`src/common/mmu_pkg.sv`:
```
`default_nettype none

package mmu_pkg;

  // ==============================
  // Sv39 widths
  // ==============================
  localparam int VADDR_WIDTH       = 39;
  localparam int PADDR_WIDTH       = 56;
  localparam int PAGE_OFFSET_WIDTH = 12;
  localparam int VPN_WIDTH         = 27;
  localparam int PPN_WIDTH         = 44;
  localparam int PTE_WIDTH         = 64;
  localparam int LEVELS            = 3;
  localparam int LEVEL_WIDTH       = $clog2(LEVELS);
  localparam int VPN_SLICE_WIDTH   = 9;

  typedef enum logic [1:0] {
    priv_user  = 2'd0,
    priv_super = 2'd1
  } priv_e;

  typedef enum logic [1:0] {
    access_fetch = 2'd0,
    access_load  = 2'd1,
    access_store = 2'd2
  } access_e;

  typedef enum logic [1:0] {
    fault_none       = 2'd0,
    fault_instr_page = 2'd1,
    fault_load_page  = 2'd2,
    fault_store_page = 2'd3
  } fault_e;

  // ==============================
  // page table entry
  // ==============================
  typedef struct packed {
    logic [9:0]           rsvd;
    logic [PPN_WIDTH-1:0] ppn;
    logic [1:0]           rsw;
    logic                 d;
    logic                 a;
    logic                 g;
    logic                 u;
    logic                 x;
    logic                 w;
    logic                 r;
    logic                 v;
  } pte_s;

  // leaf as cached in the TLB.
  typedef struct packed {
    logic [PPN_WIDTH-1:0] ppn;
    logic                 u;
    logic                 x;
    logic                 w;
    logic                 r;
    logic                 a;
    logic                 d;
  } tlb_entry_s;

  typedef struct packed {
    logic [VADDR_WIDTH-1:0] vaddr;
    access_e                access;
    priv_e                  priv;
  } mmu_req_s;

endpackage

`default_nettype wire

```
`src/common/walk_pkg.sv`:
```
`default_nettype none

package walk_pkg;

  typedef enum logic [2:0] {
    walk_idle = 3'd0,
    walk_send = 3'd1,
    walk_wait = 3'd2,
    walk_fill = 3'd3
  } walk_state_e;

  localparam int PTE_MEM_DEPTH     = 2048;
  localparam int PTE_ADDR_WIDTH    = $clog2(PTE_MEM_DEPTH);
  localparam int MEM_CREDITS       = 2;
  localparam int MEM_CREDIT_WIDTH  = $clog2(MEM_CREDITS + 1);
  localparam int QUEUE_PTR_WIDTH   = $clog2(MEM_CREDITS);
  localparam int CLIENT_CREDITS    = 1;
  localparam int MEM_LATENCY       = 2;
  localparam int TLB_ENTRIES       = 8;
  localparam int TLB_IDX_WIDTH     = $clog2(TLB_ENTRIES);

  typedef struct packed {
    logic [PTE_ADDR_WIDTH-1:0] addr;
  } mem_req_s;

  typedef struct packed {
    mmu_pkg::pte_s pte;
  } mem_rsp_s;

  typedef struct packed {
    logic [mmu_pkg::VPN_WIDTH-1:0] vpn;
  } walk_req_s;

  typedef struct packed {
    logic [mmu_pkg::VPN_WIDTH-1:0] vpn;
    mmu_pkg::tlb_entry_s           entry;
    logic                          walk_fault;
  } walk_fill_s;

endpackage

`default_nettype wire

```
`src/rtl/tlb_stage.sv`:
```
`timescale 1ns/1ns
`default_nettype none

module tlb_stage (
  input  logic                            clk_i,
  input  logic                            reset_i,
  input  logic                            req_v_i,
  input  mmu_pkg::mmu_req_s               req_i,
  output logic                            credit_o,
  output logic                            resp_v_o,
  output logic [mmu_pkg::PADDR_WIDTH-1:0] resp_paddr_o,
  output mmu_pkg::fault_e                 resp_fault_o,
  input  logic                            flush_i,
  input  logic                            translation_en_i,
  output logic                            walk_v_o,
  output walk_pkg::walk_req_s             walk_o,
  input  logic                            fill_v_i,
  input  walk_pkg::walk_fill_s            fill_i
);
  import mmu_pkg::*;
  import walk_pkg::*;

  mmu_req_s                 req_r;
  logic                     req_pend_r;
  logic                     walk_wait_r;
  logic                     walk_v_r;
  logic [TLB_ENTRIES-1:0]   valid_r;
  logic [VPN_WIDTH-1:0]     tag_r [TLB_ENTRIES];
  tlb_entry_s               entry_r [TLB_ENTRIES];
  logic [TLB_IDX_WIDTH-1:0] victim_r;
  logic                     resp_v_r;
  logic [PADDR_WIDTH-1:0]   resp_paddr_r;
  fault_e                   resp_fault_r;

  logic [VPN_WIDTH-1:0]     req_vpn;
  logic [TLB_ENTRIES-1:0]   hit_vec;
  logic                     hit;
  tlb_entry_s               hit_entry;
  logic                     fill_take;
  logic                     fill_ok;

  function automatic fault_e access_fault(access_e kind);
    case (kind)
      access_fetch: return fault_instr_page;
      access_load:  return fault_load_page;
      default:      return fault_store_page;
    endcase
  endfunction

  // SUM and MXR are tied off.
  function automatic fault_e check_perm(tlb_entry_s e, mmu_req_s r);
    logic deny;
    deny = ~e.a | ((r.priv == priv_super) & e.u);
    case (r.access)
      access_fetch: deny = deny | ~e.x;
      access_load:  deny = deny | ~e.r;
      default:      deny = deny | ~(e.w & e.d);
    endcase
    return deny ? access_fault(r.access) : fault_none;
  endfunction

  // ==============================
  // lookup
  // ==============================
  assign req_vpn = req_r.vaddr[VADDR_WIDTH-1:PAGE_OFFSET_WIDTH];

  always_comb begin
    hit_entry = '0;
    for (int i = 0; i < TLB_ENTRIES; i++) begin
      hit_vec[i] = valid_r[i] & (tag_r[i] == req_vpn);
      if (hit_vec[i]) begin
        hit_entry = entry_r[i];
      end
    end
  end

  assign hit       = translation_en_i & (|hit_vec); // no hits while bare.
  assign fill_take = walk_wait_r & fill_v_i;
  assign fill_ok   = fill_take & ~fill_i.walk_fault & translation_en_i;

  always_ff @(posedge clk_i) begin
    if (reset_i) begin
      req_pend_r  <= 1'b0;
      walk_wait_r <= 1'b0;
      walk_v_r    <= 1'b0;
      resp_v_r    <= 1'b0;
      valid_r     <= '0;
      victim_r    <= '0;
    end else begin
      req_pend_r <= req_v_i;
      walk_v_r   <= req_pend_r & ~hit;
      resp_v_r   <= (req_pend_r & hit) | fill_take;
      if (req_pend_r && !hit) begin
        walk_wait_r <= 1'b1;
      end else if (fill_take) begin
        walk_wait_r <= 1'b0;
      end
      if (flush_i) begin
        valid_r <= '0;
      end else if (fill_ok) begin
        valid_r[victim_r] <= 1'b1;
      end
      if (fill_ok) begin
        victim_r <= victim_r + 1'b1; // round robin.
      end
    end
  end

  always_ff @(posedge clk_i) begin
    if (req_v_i) begin
      req_r <= req_i;
    end
    if (fill_ok) begin
      tag_r[victim_r]   <= fill_i.vpn;
      entry_r[victim_r] <= fill_i.entry;
    end
    if (req_pend_r && hit) begin
      resp_paddr_r <= {hit_entry.ppn, req_r.vaddr[PAGE_OFFSET_WIDTH-1:0]};
      resp_fault_r <= check_perm(hit_entry, req_r);
    end else if (fill_take) begin
      resp_paddr_r <= {fill_i.entry.ppn, req_r.vaddr[PAGE_OFFSET_WIDTH-1:0]};
      resp_fault_r <= fill_i.walk_fault ? access_fault(req_r.access)
                                        : check_perm(fill_i.entry, req_r);
    end
  end

  assign walk_v_o     = walk_v_r;
  assign walk_o.vpn   = req_vpn;
  assign resp_v_o     = resp_v_r;
  assign credit_o     = resp_v_r; // credit goes back with the response.
  assign resp_paddr_o = resp_paddr_r;
  assign resp_fault_o = resp_fault_r;

endmodule

`default_nettype wire

```
`config.mk`:
```
export PLATFORM = sky130hd
export DESIGN_NAME = tlb_stage
export DESIGN_NICKNAME = d
export VERILOG_FILES = /design/src/common/mmu_pkg.sv /design/src/common/walk_pkg.sv /design/src/rtl/tlb_stage.sv
export SDC_FILE = /design/constraint.sdc
export NUM_CORES = 1
export LEC_CHECK = 0
export ABC_AREA = 0
export ABC_CLOCK_PERIOD_IN_PS = 10100
export BUFFER_PORTS_ARGS = -buffer_cell sky130_fd_sc_hd__buf_4
export CORE_MARGIN = 3
export CORE_UTILIZATION = 35
export CTS_CLUSTER_DIAMETER = 40
export CTS_CLUSTER_SIZE = 16
export DETAILED_ROUTE_END_ITERATION = 8
export GPL_TIMING_DRIVEN = 0
export PLACE_DENSITY = 0.52
export SLEW_MARGIN = 20
export SYNTH_ARGS = -nofsm -noshare
export SYNTH_HDL_FRONTEND = slang
export SYNTH_SLANG_ARGS = --single-unit
```
`constraint.sdc`:
```
create_clock -name clk_i -period 10.1 [get_ports clk_i]
set_clock_uncertainty 0.05 [all_clocks]
set_input_delay 1.515 -clock clk_i [delete_from_list [all_inputs] [get_ports clk_i]]
set_output_delay 1.515 -clock clk_i [all_outputs]
set_load 0.01 [all_outputs]
```
==> results.toml <==
[run_status]
status = "finished, final reports clean"

[global_routing]
antenna_found_initial = 6
grt_pass1_wl_mm = 115.9
grt_pass1_vias = 17760
gr-usage-all-layers_pct = 18.36
grt-ovfl-total = 0
grt_max_degree = 45

[synth]
synth_ff_type = "edfxtp_1"
synth.ff_latch_count = 732
syn_area_per_cell_sq_um = 15.40
synth_cell_types = 57
synth_edf_count = 717
syn-num-nets = 1990
yosysTopAreaCell = "edfxtp_1"
yosysMostFrequentCell = "edfxtp_1"
yosysTopAreaCellShare_pct = 75.08
netlist_area_sq_um = 28680
ys_warn_count = 0
syn_inst = 1862
yosysSeqAreaShare_pct = 76.12
async_flop_share_pct = 0
synth_common_cells = "edfxtp_1 (717), nand2_1 (199), xnor2_1 (191)"
synth_top_cells_by_area = "edfxtp_1 (75%), xnor2_1 (5.8%), nand2_1 (2.6%), nor2_1 (2.0%), a221oi_1 (1.4%)"

[power_and_ir_drop]
ir_drop_mv = 0.1466
powerDensity_nw_per_um2 = 211.4
cellLeakagePower_nw = 11.99

[die]
ioPinCount = 215
fp.dieH_microns = 292.3
die_w_microns = 292.3
dieArea_sq_um = 85410
start_util_pct = 35.49
core-area_sq_um = 80810
rows = 104

[placement]
io_buffers = 213
dpl.hpwl_mm = 53.99
globalplace.congestion = 0.7619
dp_slack_ns = 4.969

[final_layout]
nNetsFinal = 2368
drive_gt1_share_pct = 23.53
area_growth_pct = 27.25

[clock_tree]
cts_tree = "done"
ctsHtreeMaxLevel = 3
clk_pin_slew_ns = 0.05
root_buffer = "clkbuf_16"
numCtsBuffers = 115
cts_sinks = 732
postCtsSetupBuffers = 0
cts_hold_buf = 0
cts.repair.resized = 0
insertion_delay_ns = 0.67
cts.path.max_buffers = 3

[worst_setup_path]
start_kind = "register"
setup.worst_path.class = "register to register"
crit_path_max_incr_delay_ns = 0.98
required_ns = 10.40
crit_buf_inv = 4
cp_cell_sequence = "buf_4 -> xnor2_1 -> nand4_1 -> nor4_1 -> and2_1 -> clkbuf_1 -> clkbuf_1 -> buf_2 -> o21ai_0 -> a31oi_1 -> o21ai_0"
cpMaxStageDelayCell = "nor4_1"
cp_max_fo = 10
crit_family = "buffers and inverters"
cp.depth = 11
setup.worst_path.end_class = "register"
reg2regPathDepth = 11
worstPathArrival_ns = 5.41

[sta]
relSlewSlack_pct = 22.70
maxSlewViolCount = 0
period_minus_slack_ns = 5.116
fmax_ghz = 0.1955
rsz0062_at_grt = "no"
hold_ws_ns = 0.3657
tightest_slew_ns = 1.141
hold_viol = 0
tns_ns = 0
period_share_pct = 50.65
fin_ws_ns = 4.984
setup_viol_count_final = 0

[drt]
drcViolationCount = 0
firstDrtPassIters = 8
wirelength_mm = 79.53
drtAntennaViolNets = 0
vias = 17080
routed_via_density = 5.025
drtIter0Drc = 1344
wl_per_cell_microns = 23.40

[min_path]
holdPathStages = 0
hold_class = "register to register"

[job]
maxCapViolCount = 0
==> sequential cells by signal, summed over array words and instances (netlist names), 2 cells and up <==
register      flops
entry_r         400
tag_r           216
resp_paddr_o     56
walk_o           27
req_r            16
valid_r           8
victim_r          3
resp_fault_o      2
==> final timing paths <==
| check | start | endpoint | slack (ns) |
|---|---|---|---|
| max | walk_o[26] | resp_paddr_o[13] | 4.98 |
| min | req_r[8] | resp_paddr_o[4] | 0.37 |
| max reg2reg | walk_o[26] | resp_paddr_o[13] | 4.98 |
| min reg2reg | req_r[8] | resp_paddr_o[4] | 0.37 |
==> cell type report <==
type                       count  area [sq um]
clock buffer                 124          2933
clock inverter                90          1116
multi-input combinational    993          6135
sequential                   732         21830
antenna                        1         2.502
inverter                       3         11.26
fill                        7085         44310
timing repair buffer         261          2355
buffer                       134         785.8
tap                         1060          1326
==> report_power, final <==
| group | leakage [nW] | internal (mW) | switching (mW) |
|---|---|---|---|
| logic | 3.49 | 0.120 | 0.157 |
| registers | 6.61 | 3.36 | 0.0107 |
| clock network | 1.89 | 2.58 | 1.48 |
==> metal layers <==
metal,wire (microns),track usage [%]
met5,55,0
met4,2180,5.786
met3,4642,3.935
met2,39940,31.91
met1,32710,22.98
==> cell families after synthesis <==
family                   share of synthesized area [%]
multiplexers                                    0.1047
XOR/XNOR                                         6.653
buffers and inverters                            2.779
AND/OR/NAND/NOR                                  6.994
flip-flops                                       76.12
adder cells (fa/ha/maj)                        0.04362
AO/OA/AOI/OAI                                    7.303
==> per-stage QoR <==
step	cell area (sq um)	util (%)	cells	power [mW]
CTS	36490	45.16	3397	7.793
global route	36500	45.16	3398	7.946
detailed placement	32440	40.15	3183	3.718
global placement	31600	39.11	3135	3.712
floorplan	28680	-	1862	3.562
finish	36500	45.16	3398	7.714
==> cell usage in the layout (no fill, tap or decap), drive strengths merged, types with 40 or more instances in the layout <==
cell    instances
clkinv         40
nor2          150
nand4          51
xnor2         192
buf           343
nand2         199
edfxtp        717
a31oi          43
clkbuf        176
o21ai          90
a221oi         48
o311ai         46
a21oi          57
(Power assumes the default switching activity.)
