===== src/common/mmu_pkg.sv =====
`default_nettype none

package mmu_pkg;

  // ==============================
  // Sv39 widths
  // ==============================
  localparam int VADDR_WIDTH       = 39;
  localparam int PADDR_WIDTH       = 56;
  localparam int PAGE_OFFSET_WIDTH = 12;
  localparam int VPN_WIDTH         = 27;
  localparam int PPN_WIDTH         = 44;
  localparam int PTE_WIDTH         = 64;
  localparam int LEVELS            = 3;
  localparam int LEVEL_WIDTH       = $clog2(LEVELS);
  localparam int VPN_SLICE_WIDTH   = 9;

  typedef enum logic [1:0] {
    priv_user  = 2'd0,
    priv_super = 2'd1
  } priv_e;

  typedef enum logic [1:0] {
    access_fetch = 2'd0,
    access_load  = 2'd1,
    access_store = 2'd2
  } access_e;

  typedef enum logic [1:0] {
    fault_none       = 2'd0,
    fault_instr_page = 2'd1,
    fault_load_page  = 2'd2,
    fault_store_page = 2'd3
  } fault_e;

  // ==============================
  // page table entry
  // ==============================
  typedef struct packed {
    logic [9:0]           rsvd;
    logic [PPN_WIDTH-1:0] ppn;
    logic [1:0]           rsw;
    logic                 d;
    logic                 a;
    logic                 g;
    logic                 u;
    logic                 x;
    logic                 w;
    logic                 r;
    logic                 v;
  } pte_s;

  // leaf as cached in the TLB.
  typedef struct packed {
    logic [PPN_WIDTH-1:0] ppn;
    logic                 u;
    logic                 x;
    logic                 w;
    logic                 r;
    logic                 a;
    logic                 d;
  } tlb_entry_s;

  typedef struct packed {
    logic [VADDR_WIDTH-1:0] vaddr;
    access_e                access;
    priv_e                  priv;
  } mmu_req_s;

endpackage

`default_nettype wire


===== src/common/walk_pkg.sv =====
`default_nettype none

package walk_pkg;

  typedef enum logic [2:0] {
    walk_idle = 3'd0,
    walk_send = 3'd1,
    walk_wait = 3'd2,
    walk_fill = 3'd3
  } walk_state_e;

  localparam int PTE_MEM_DEPTH     = 2048;
  localparam int PTE_ADDR_WIDTH    = $clog2(PTE_MEM_DEPTH);
  localparam int MEM_CREDITS       = 2;
  localparam int MEM_CREDIT_WIDTH  = $clog2(MEM_CREDITS + 1);
  localparam int QUEUE_PTR_WIDTH   = $clog2(MEM_CREDITS);
  localparam int CLIENT_CREDITS    = 1;
  localparam int MEM_LATENCY       = 2;
  localparam int TLB_ENTRIES       = 8;
  localparam int TLB_IDX_WIDTH     = $clog2(TLB_ENTRIES);

  typedef struct packed {
    logic [PTE_ADDR_WIDTH-1:0] addr;
  } mem_req_s;

  typedef struct packed {
    mmu_pkg::pte_s pte;
  } mem_rsp_s;

  typedef struct packed {
    logic [mmu_pkg::VPN_WIDTH-1:0] vpn;
  } walk_req_s;

  typedef struct packed {
    logic [mmu_pkg::VPN_WIDTH-1:0] vpn;
    mmu_pkg::tlb_entry_s           entry;
    logic                          walk_fault;
  } walk_fill_s;

endpackage

`default_nettype wire


===== src/ptw/ptw_walker.sv =====
`timescale 1ns/1ns
`default_nettype none

module ptw_walker (
  input  logic                              clk_i,
  input  logic                              reset_i,
  input  logic [mmu_pkg::PPN_WIDTH-1:0]     base_ppn_i,
  input  logic                              translation_en_i,
  input  logic                              walk_v_i,
  input  walk_pkg::walk_req_s               walk_i,
  output logic                              fill_v_o,
  output walk_pkg::walk_fill_s              fill_o,
  output logic                              mem_req_v_o,
  output walk_pkg::mem_req_s                mem_req_o,
  input  logic                              mem_rsp_v_i,
  input  walk_pkg::mem_rsp_s                mem_rsp_i,
  input  logic                              mem_credit_i,
  output logic                              busy_o
);
  import mmu_pkg::*;
  import walk_pkg::*;

  walk_state_e                          state_r, state_n;
  logic [MEM_CREDIT_WIDTH-1:0]          credits_r;
  logic [LEVEL_WIDTH-1:0]               level_r;
  logic [VPN_WIDTH-1:0]                 vpn_r;
  logic [PPN_WIDTH-1:0]                 ppn_r;
  walk_fill_s                           fill_r;

  pte_s                                 pte;
  logic [VPN_SLICE_WIDTH-1:0]           vpn_slice;
  logic [PPN_WIDTH+VPN_SLICE_WIDTH-1:0] pte_addr_full;
  logic [PPN_WIDTH-1:0]                 leaf_ppn;
  logic                                 start;
  logic                                 pte_leaf;
  logic                                 misaligned;
  logic                                 walk_fault;
  logic                                 walk_done;

  // ==============================
  // PTE decode
  // ==============================
  assign pte           = mem_rsp_i.pte;
  assign vpn_slice     = vpn_r[level_r*VPN_SLICE_WIDTH +: VPN_SLICE_WIDTH];
  assign pte_addr_full = {ppn_r, vpn_slice}; // ppn * 512 + slice.
  assign pte_leaf      = pte.r | pte.w | pte.x;

  // superpage ppn borrows its low slices from the vpn.
  always_comb begin
    leaf_ppn   = pte.ppn;
    misaligned = 1'b0;
    for (int i = 0; i < LEVELS - 1; i++) begin
      if (level_r > i) begin
        leaf_ppn[i*VPN_SLICE_WIDTH +: VPN_SLICE_WIDTH] =
          vpn_r[i*VPN_SLICE_WIDTH +: VPN_SLICE_WIDTH];
        misaligned = misaligned | (|pte.ppn[i*VPN_SLICE_WIDTH +: VPN_SLICE_WIDTH]);
      end
    end
  end

  assign walk_fault = ~pte.v
                    | (pte.w & ~pte.r)
                    | (~pte_leaf & (level_r == '0))
                    | (pte_leaf & misaligned)
                    | (pte_leaf & ~pte.a);
  assign walk_done  = pte_leaf | walk_fault;

  // ==============================
  // FSM
  // ==============================
  assign start = (state_r == walk_idle) & walk_v_i;

  always_comb begin
    case (state_r)
      walk_idle: begin
        if (walk_v_i) begin
          state_n = translation_en_i ? walk_send : walk_fill;
        end else begin
          state_n = walk_idle;
        end
      end
      walk_send: state_n = (credits_r != '0) ? walk_wait : walk_send;
      walk_wait: begin
        if (mem_rsp_v_i) begin
          state_n = walk_done ? walk_fill : walk_send;
        end else begin
          state_n = walk_wait;
        end
      end
      walk_fill: state_n = walk_idle;
      default:   state_n = walk_idle;
    endcase
  end

  always_ff @(posedge clk_i) begin
    if (reset_i) begin
      state_r   <= walk_idle;
      credits_r <= MEM_CREDIT_WIDTH'(MEM_CREDITS);
      level_r   <= '0;
    end else begin
      state_r   <= state_n;
      credits_r <= credits_r - MEM_CREDIT_WIDTH'(mem_req_v_o)
                             + MEM_CREDIT_WIDTH'(mem_credit_i);
      if (start) begin
        level_r <= LEVEL_WIDTH'(LEVELS - 1);
      end else if ((state_r == walk_wait) && mem_rsp_v_i && !walk_done) begin
        level_r <= level_r - 1'b1;
      end
    end
  end

  always_ff @(posedge clk_i) begin
    if (start) begin
      vpn_r <= walk_i.vpn;
      ppn_r <= base_ppn_i;
      // identity leaf with full rights when translation is off.
      fill_r.vpn        <= walk_i.vpn;
      fill_r.entry.ppn  <= PPN_WIDTH'(walk_i.vpn);
      fill_r.entry.u    <= 1'b0;
      fill_r.entry.x    <= 1'b1;
      fill_r.entry.w    <= 1'b1;
      fill_r.entry.r    <= 1'b1;
      fill_r.entry.a    <= 1'b1;
      fill_r.entry.d    <= 1'b1;
      fill_r.walk_fault <= 1'b0;
    end else if ((state_r == walk_wait) && mem_rsp_v_i) begin
      if (walk_done) begin
        fill_r.vpn        <= vpn_r;
        fill_r.entry.ppn  <= leaf_ppn;
        fill_r.entry.u    <= pte.u;
        fill_r.entry.x    <= pte.x;
        fill_r.entry.w    <= pte.w;
        fill_r.entry.r    <= pte.r;
        fill_r.entry.a    <= pte.a;
        fill_r.entry.d    <= pte.d;
        fill_r.walk_fault <= walk_fault;
      end else begin
        ppn_r <= pte.ppn; // descend one level.
      end
    end
  end

  assign mem_req_v_o    = (state_r == walk_send) & (credits_r != '0);
  assign mem_req_o.addr = pte_addr_full[PTE_ADDR_WIDTH-1:0];
  assign fill_v_o       = (state_r == walk_fill);
  assign fill_o         = fill_r;
  assign busy_o         = (state_r != walk_idle);

  // ==============================
  // assertions
  // ==============================
  a_credit_bound: assert property (@(posedge clk_i) disable iff (reset_i)
    credits_r <= MEM_CREDIT_WIDTH'(MEM_CREDITS));

  // one read in flight, so a send never finds the credits used up.
  a_req_has_credit: assert property (@(posedge clk_i) disable iff (reset_i)
    (state_r == walk_send) |-> (credits_r != '0));

  a_state_legal: assert property (@(posedge clk_i) disable iff (reset_i)
    state_r inside {walk_idle, walk_send, walk_wait, walk_fill});

endmodule

`default_nettype wire


===== config.mk =====
export PLATFORM = sky130hd
export DESIGN_NAME = ptw_walker
export DESIGN_NICKNAME = d
export VERILOG_FILES = /design/src/common/mmu_pkg.sv /design/src/common/walk_pkg.sv /design/src/ptw/ptw_walker.sv
export SDC_FILE = /design/constraint.sdc
export NUM_CORES = 1
export LEC_CHECK = 0
export BUFFER_PORTS_ARGS = -buffer_cell sky130_fd_sc_hd__buf_4
export CORE_ASPECT_RATIO = 1.1
export CORE_MARGIN = 10
export CORE_UTILIZATION = 46
export DETAILED_ROUTE_END_ITERATION = 8
export PLACE_DENSITY_LB_ADDON = 0.2
export SYNTH_ARGS = -nofsm -noshare
export SYNTH_HDL_FRONTEND = slang
export SYNTH_SLANG_ARGS = --single-unit

===== constraint.sdc =====
create_clock -name clk_i -period 3.98 [get_ports clk_i]
set_clock_uncertainty 0.05 [all_clocks]
set_input_delay 0.796 -clock clk_i [delete_from_list [all_inputs] [get_ports clk_i]]
set_output_delay 0.796 -clock clk_i [all_outputs]
set_load 0.02 [all_outputs]

==> flow_metrics.tcl <==
set metrics [dict create \
    post-route-util_pct 67.79 \
    antenna_found_initial 0 \
    ys_async_sr_fraction_pct 0 \
    grt_overflow 0 \
    grt_pass1_wl_um 20690 \
    max-slew-margin-rel_pct 25.16 \
    fillerInstances 755 \
    start_util_pct 47.24 \
    cp-end-kind "flop" \
    r2r_end "fill_o[10]$_DFFE_PP_" \
    critPathRequiredTime_ns 4.17 \
    final.min_clock_period_ns 3.093 \
    setup_violations 0 \
    syn-instance-count 394 \
    grt_max_degree 45 \
    nets 721 \
    cts_buffers 17 \
    tightest_slew_ns 1.120 \
    cp_num_cells 6 \
    startpoint "level_r[0]$_SDFFE_PP0P_" \
    arrival_ns 3.29 \
    drc 0 \
    die_y_um 125.7 \
    initialDrtViolationCount 205 \
    finalPower_mw 4.261 \
    wl_per_cell_um 19.01 \
    reg2reg_from "level_r[0]$_SDFFE_PP0P_" \
    leakage_nw 2.974 \
    hold_path.class "flop to flop" \
    io_buffers 177 \
    netlist_area_mm2 0.004672 \
    yosys_register_bits 113 \
    synth_nets 539 \
    cts_max_level 4 \
    cp-start-kind "flop" \
    antenna_left 0 \
    synth_cell_type_count 39 \
    routabilityCongestion 0.8004 \
    tns_ns 0 \
    clk_latency_ns 0.51 \
    yosys_warnings 0 \
    cpPeakStageDelay_ns 0.75 \
    syn_avg_cell_area_um2 11.86 \
    drt_first_pass_iters 4 \
    wl_um 13480 \
    synthFlopType "edfxtp_1" \
    fp.dieW_um 116.1 \
    cts_tree "built" \
    cts_resized 0 \
    placed_cells 677 \
    synth_top_cell_by_area "edfxtp_1" \
    post-route-period-util_pct 77.71 \
    crit_type "flop to flop" \
    crit_family "simple AND/OR/NAND/NOR gates" \
    post_cts_buffers 0 \
    pin_count 233 \
    rsz0062_at_grt "false" \
    synth_commonest_cells "nand2_1 (112), edfxtp_1 (83), dfxtp_1 (30)" \
    max_cap_violations 0 \
    dieArea_mm2 0.01459 \
    synth_area_leaders "edfxtp_1 (53%), dfxtp_1 (13%), nand2_1 (9.0%)" \
    multi_input_area_mm2 0.001465 \
    pwr_density_cell_mw_per_mm2 635.6 \
    peakVddDrop_mv 0.3660 \
    hpwl_um 9864 \
    holdWs_ns 0.4037 \
    hold_start "fill_o[43]$_SDFFE_PP0P_" \
    slowest_stage "dfxtp_1" \
    cts_hold_buf 0 \
    areaGrowthSynthToFinish_pct 43.49 \
    slew_viol_final 0 \
    grt_pass1_vias 3880 \
    synth_most_common_cell "nand2_1" \
    cts_sinks 113 \
    grt_use_total_pct 18.38 \
    synth_top_area_share_pct 53.35 \
    outcome "finished, final reports clean" \
    vias 3696 \
    num_antenna_cells 0 \
    r2r_cells 6 \
    vias_per_cell 5.213 \
    fp.coreArea_mm2 0.009889 \
    cts_root_buffer "clkbuf_8" \
    ff_latch_area_mm2 0.003093 \
    min_to "fill_o[43]$_SDFFE_PP0P_" \
    hold_violations 0 \
    instances_no_fill 709 \
    drive_above_1_share_pct 37.52 \
    path_clk_slew_ns 0.06 \
    cts_max_path_buffers 2 \
    max_freq_mhz 323.3 \
    worst-path-max-fanout 34 \
    critPathBufInv 2 \
    whs_path_depth 2 \
    ys_seq_area_share_pct 66.20 \
    fp-row-count 38 \
    reg2reg_slack_ns 0.89 \
    cp_cell_sequence "inv_1 -> ha_1 -> or4b_4 -> o21ai_4 -> nand2_2 -> buf_12" \
    synth-edff-count 83 \
]
state kept, by name (all words and copies together), names as in the netlist:
signal and count:
fill_o 78, vpn_r 27, credits_r 2, level_r 2, ppn_r 2, state_r 2
per-layer routing:
metal	part of all wire, %	up-vias	GRT usage [%]	wire length [um]
met2	49	170	29.48	6591
met3	11	22	9.212	1513
met5	0	-	0	0
li1	-	1777	-	-
met1	37	1727	19.64	5024
met4	2.6	0	8.917	346
final cells by class:
type	instances	area share [%]
clock inverters	5	0.4479
inverters	8	0.4479
repair buffers	182	20.57
clock buffers	27	8.305
flip-flops and latches	113	46.14
multi-input cells	254	21.86
well taps	120	2.240
how the worst max path moves through the flow:
stage / to / slack [ns]
finish: fill_o[10]$_DFFE_PP_ / 0.89
CTS: fill_o[55]$_DFFE_PP_ / 0.82
global placement: fill_o[55]$_DFFE_PP_ / 0.90
floorplan: fill_o[10]$_DFFE_PP_ / 0.39
detailed placement: fill_o[6]$_SDFFE_PP0P_ / 0.87
global route: fill_o[34]$_SDFFE_PP0P_ / 0.64
worst register-to-register path, cell delays in order (launching register included):
cell     delay [ns]
dfxtp_1        0.75
inv_1          0.10
ha_1           0.48
or4b_4         0.62
o21ai_4        0.16
nand2_2        0.34
buf_12         0.32
where the power goes:
part           switching, mW  internal [mW]  total [mW]
logic                  0.676          0.459        1.13
clock network          0.502          0.948        1.45
registers              0.110           1.57        1.68
total                   1.29           2.97        4.26
logic make-up (layout without fill, tap and decap cells):
logic type / count (synthesis) / count (layout) / synth area share [%]
simple gates: 156 / 156 / 14.38
flops: 113 / 113 / 66.20
compound gates: 62 / 62 / 8.784
mux: 29 / 29 / 6.267
buf+inv: 27 / 222 / 2.732
fa+ha+maj: 4 / 4 / 1.071
xor+xnor: 3 / 3 / 0.5625
stage by stage:
stage                     setup WS (ns)  instance area [um^2]
final                            0.8870                  6704
after global placement           0.9036                  6117
after detailed placement         0.8661                  6117
after floorplan                  0.3899                  4672
after CTS                        0.8238                  6704
after global routing             0.6391                  6704
cell usage in the layout (no fill, tap or decap), types with 3 or more instances in the layout:
cell | synthesis | final
clkbuf_1 | 7 | 4
buf_4 | 0 | 181
o21ai_0 | 26 | 26
inv_1 | 6 | 6
edfxtp_1 | 83 | 83
a22o_1 | 18 | 18
inv_4 | 0 | 4
nand2_1 | 112 | 111
ha_1 | 4 | 4
a21oi_1 | 4 | 3
mux2i_1 | 27 | 27
dfxtp_1 | 30 | 30
o21ai_1 | 6 | 6
clkbuf_16 | 0 | 20
a31oi_1 | 3 | 3
clkbuf_8 | 0 | 3
nor2_1 | 9 | 9
nand3_1 | 18 | 18
Note: power is estimated with default switching activity, not from simulation.
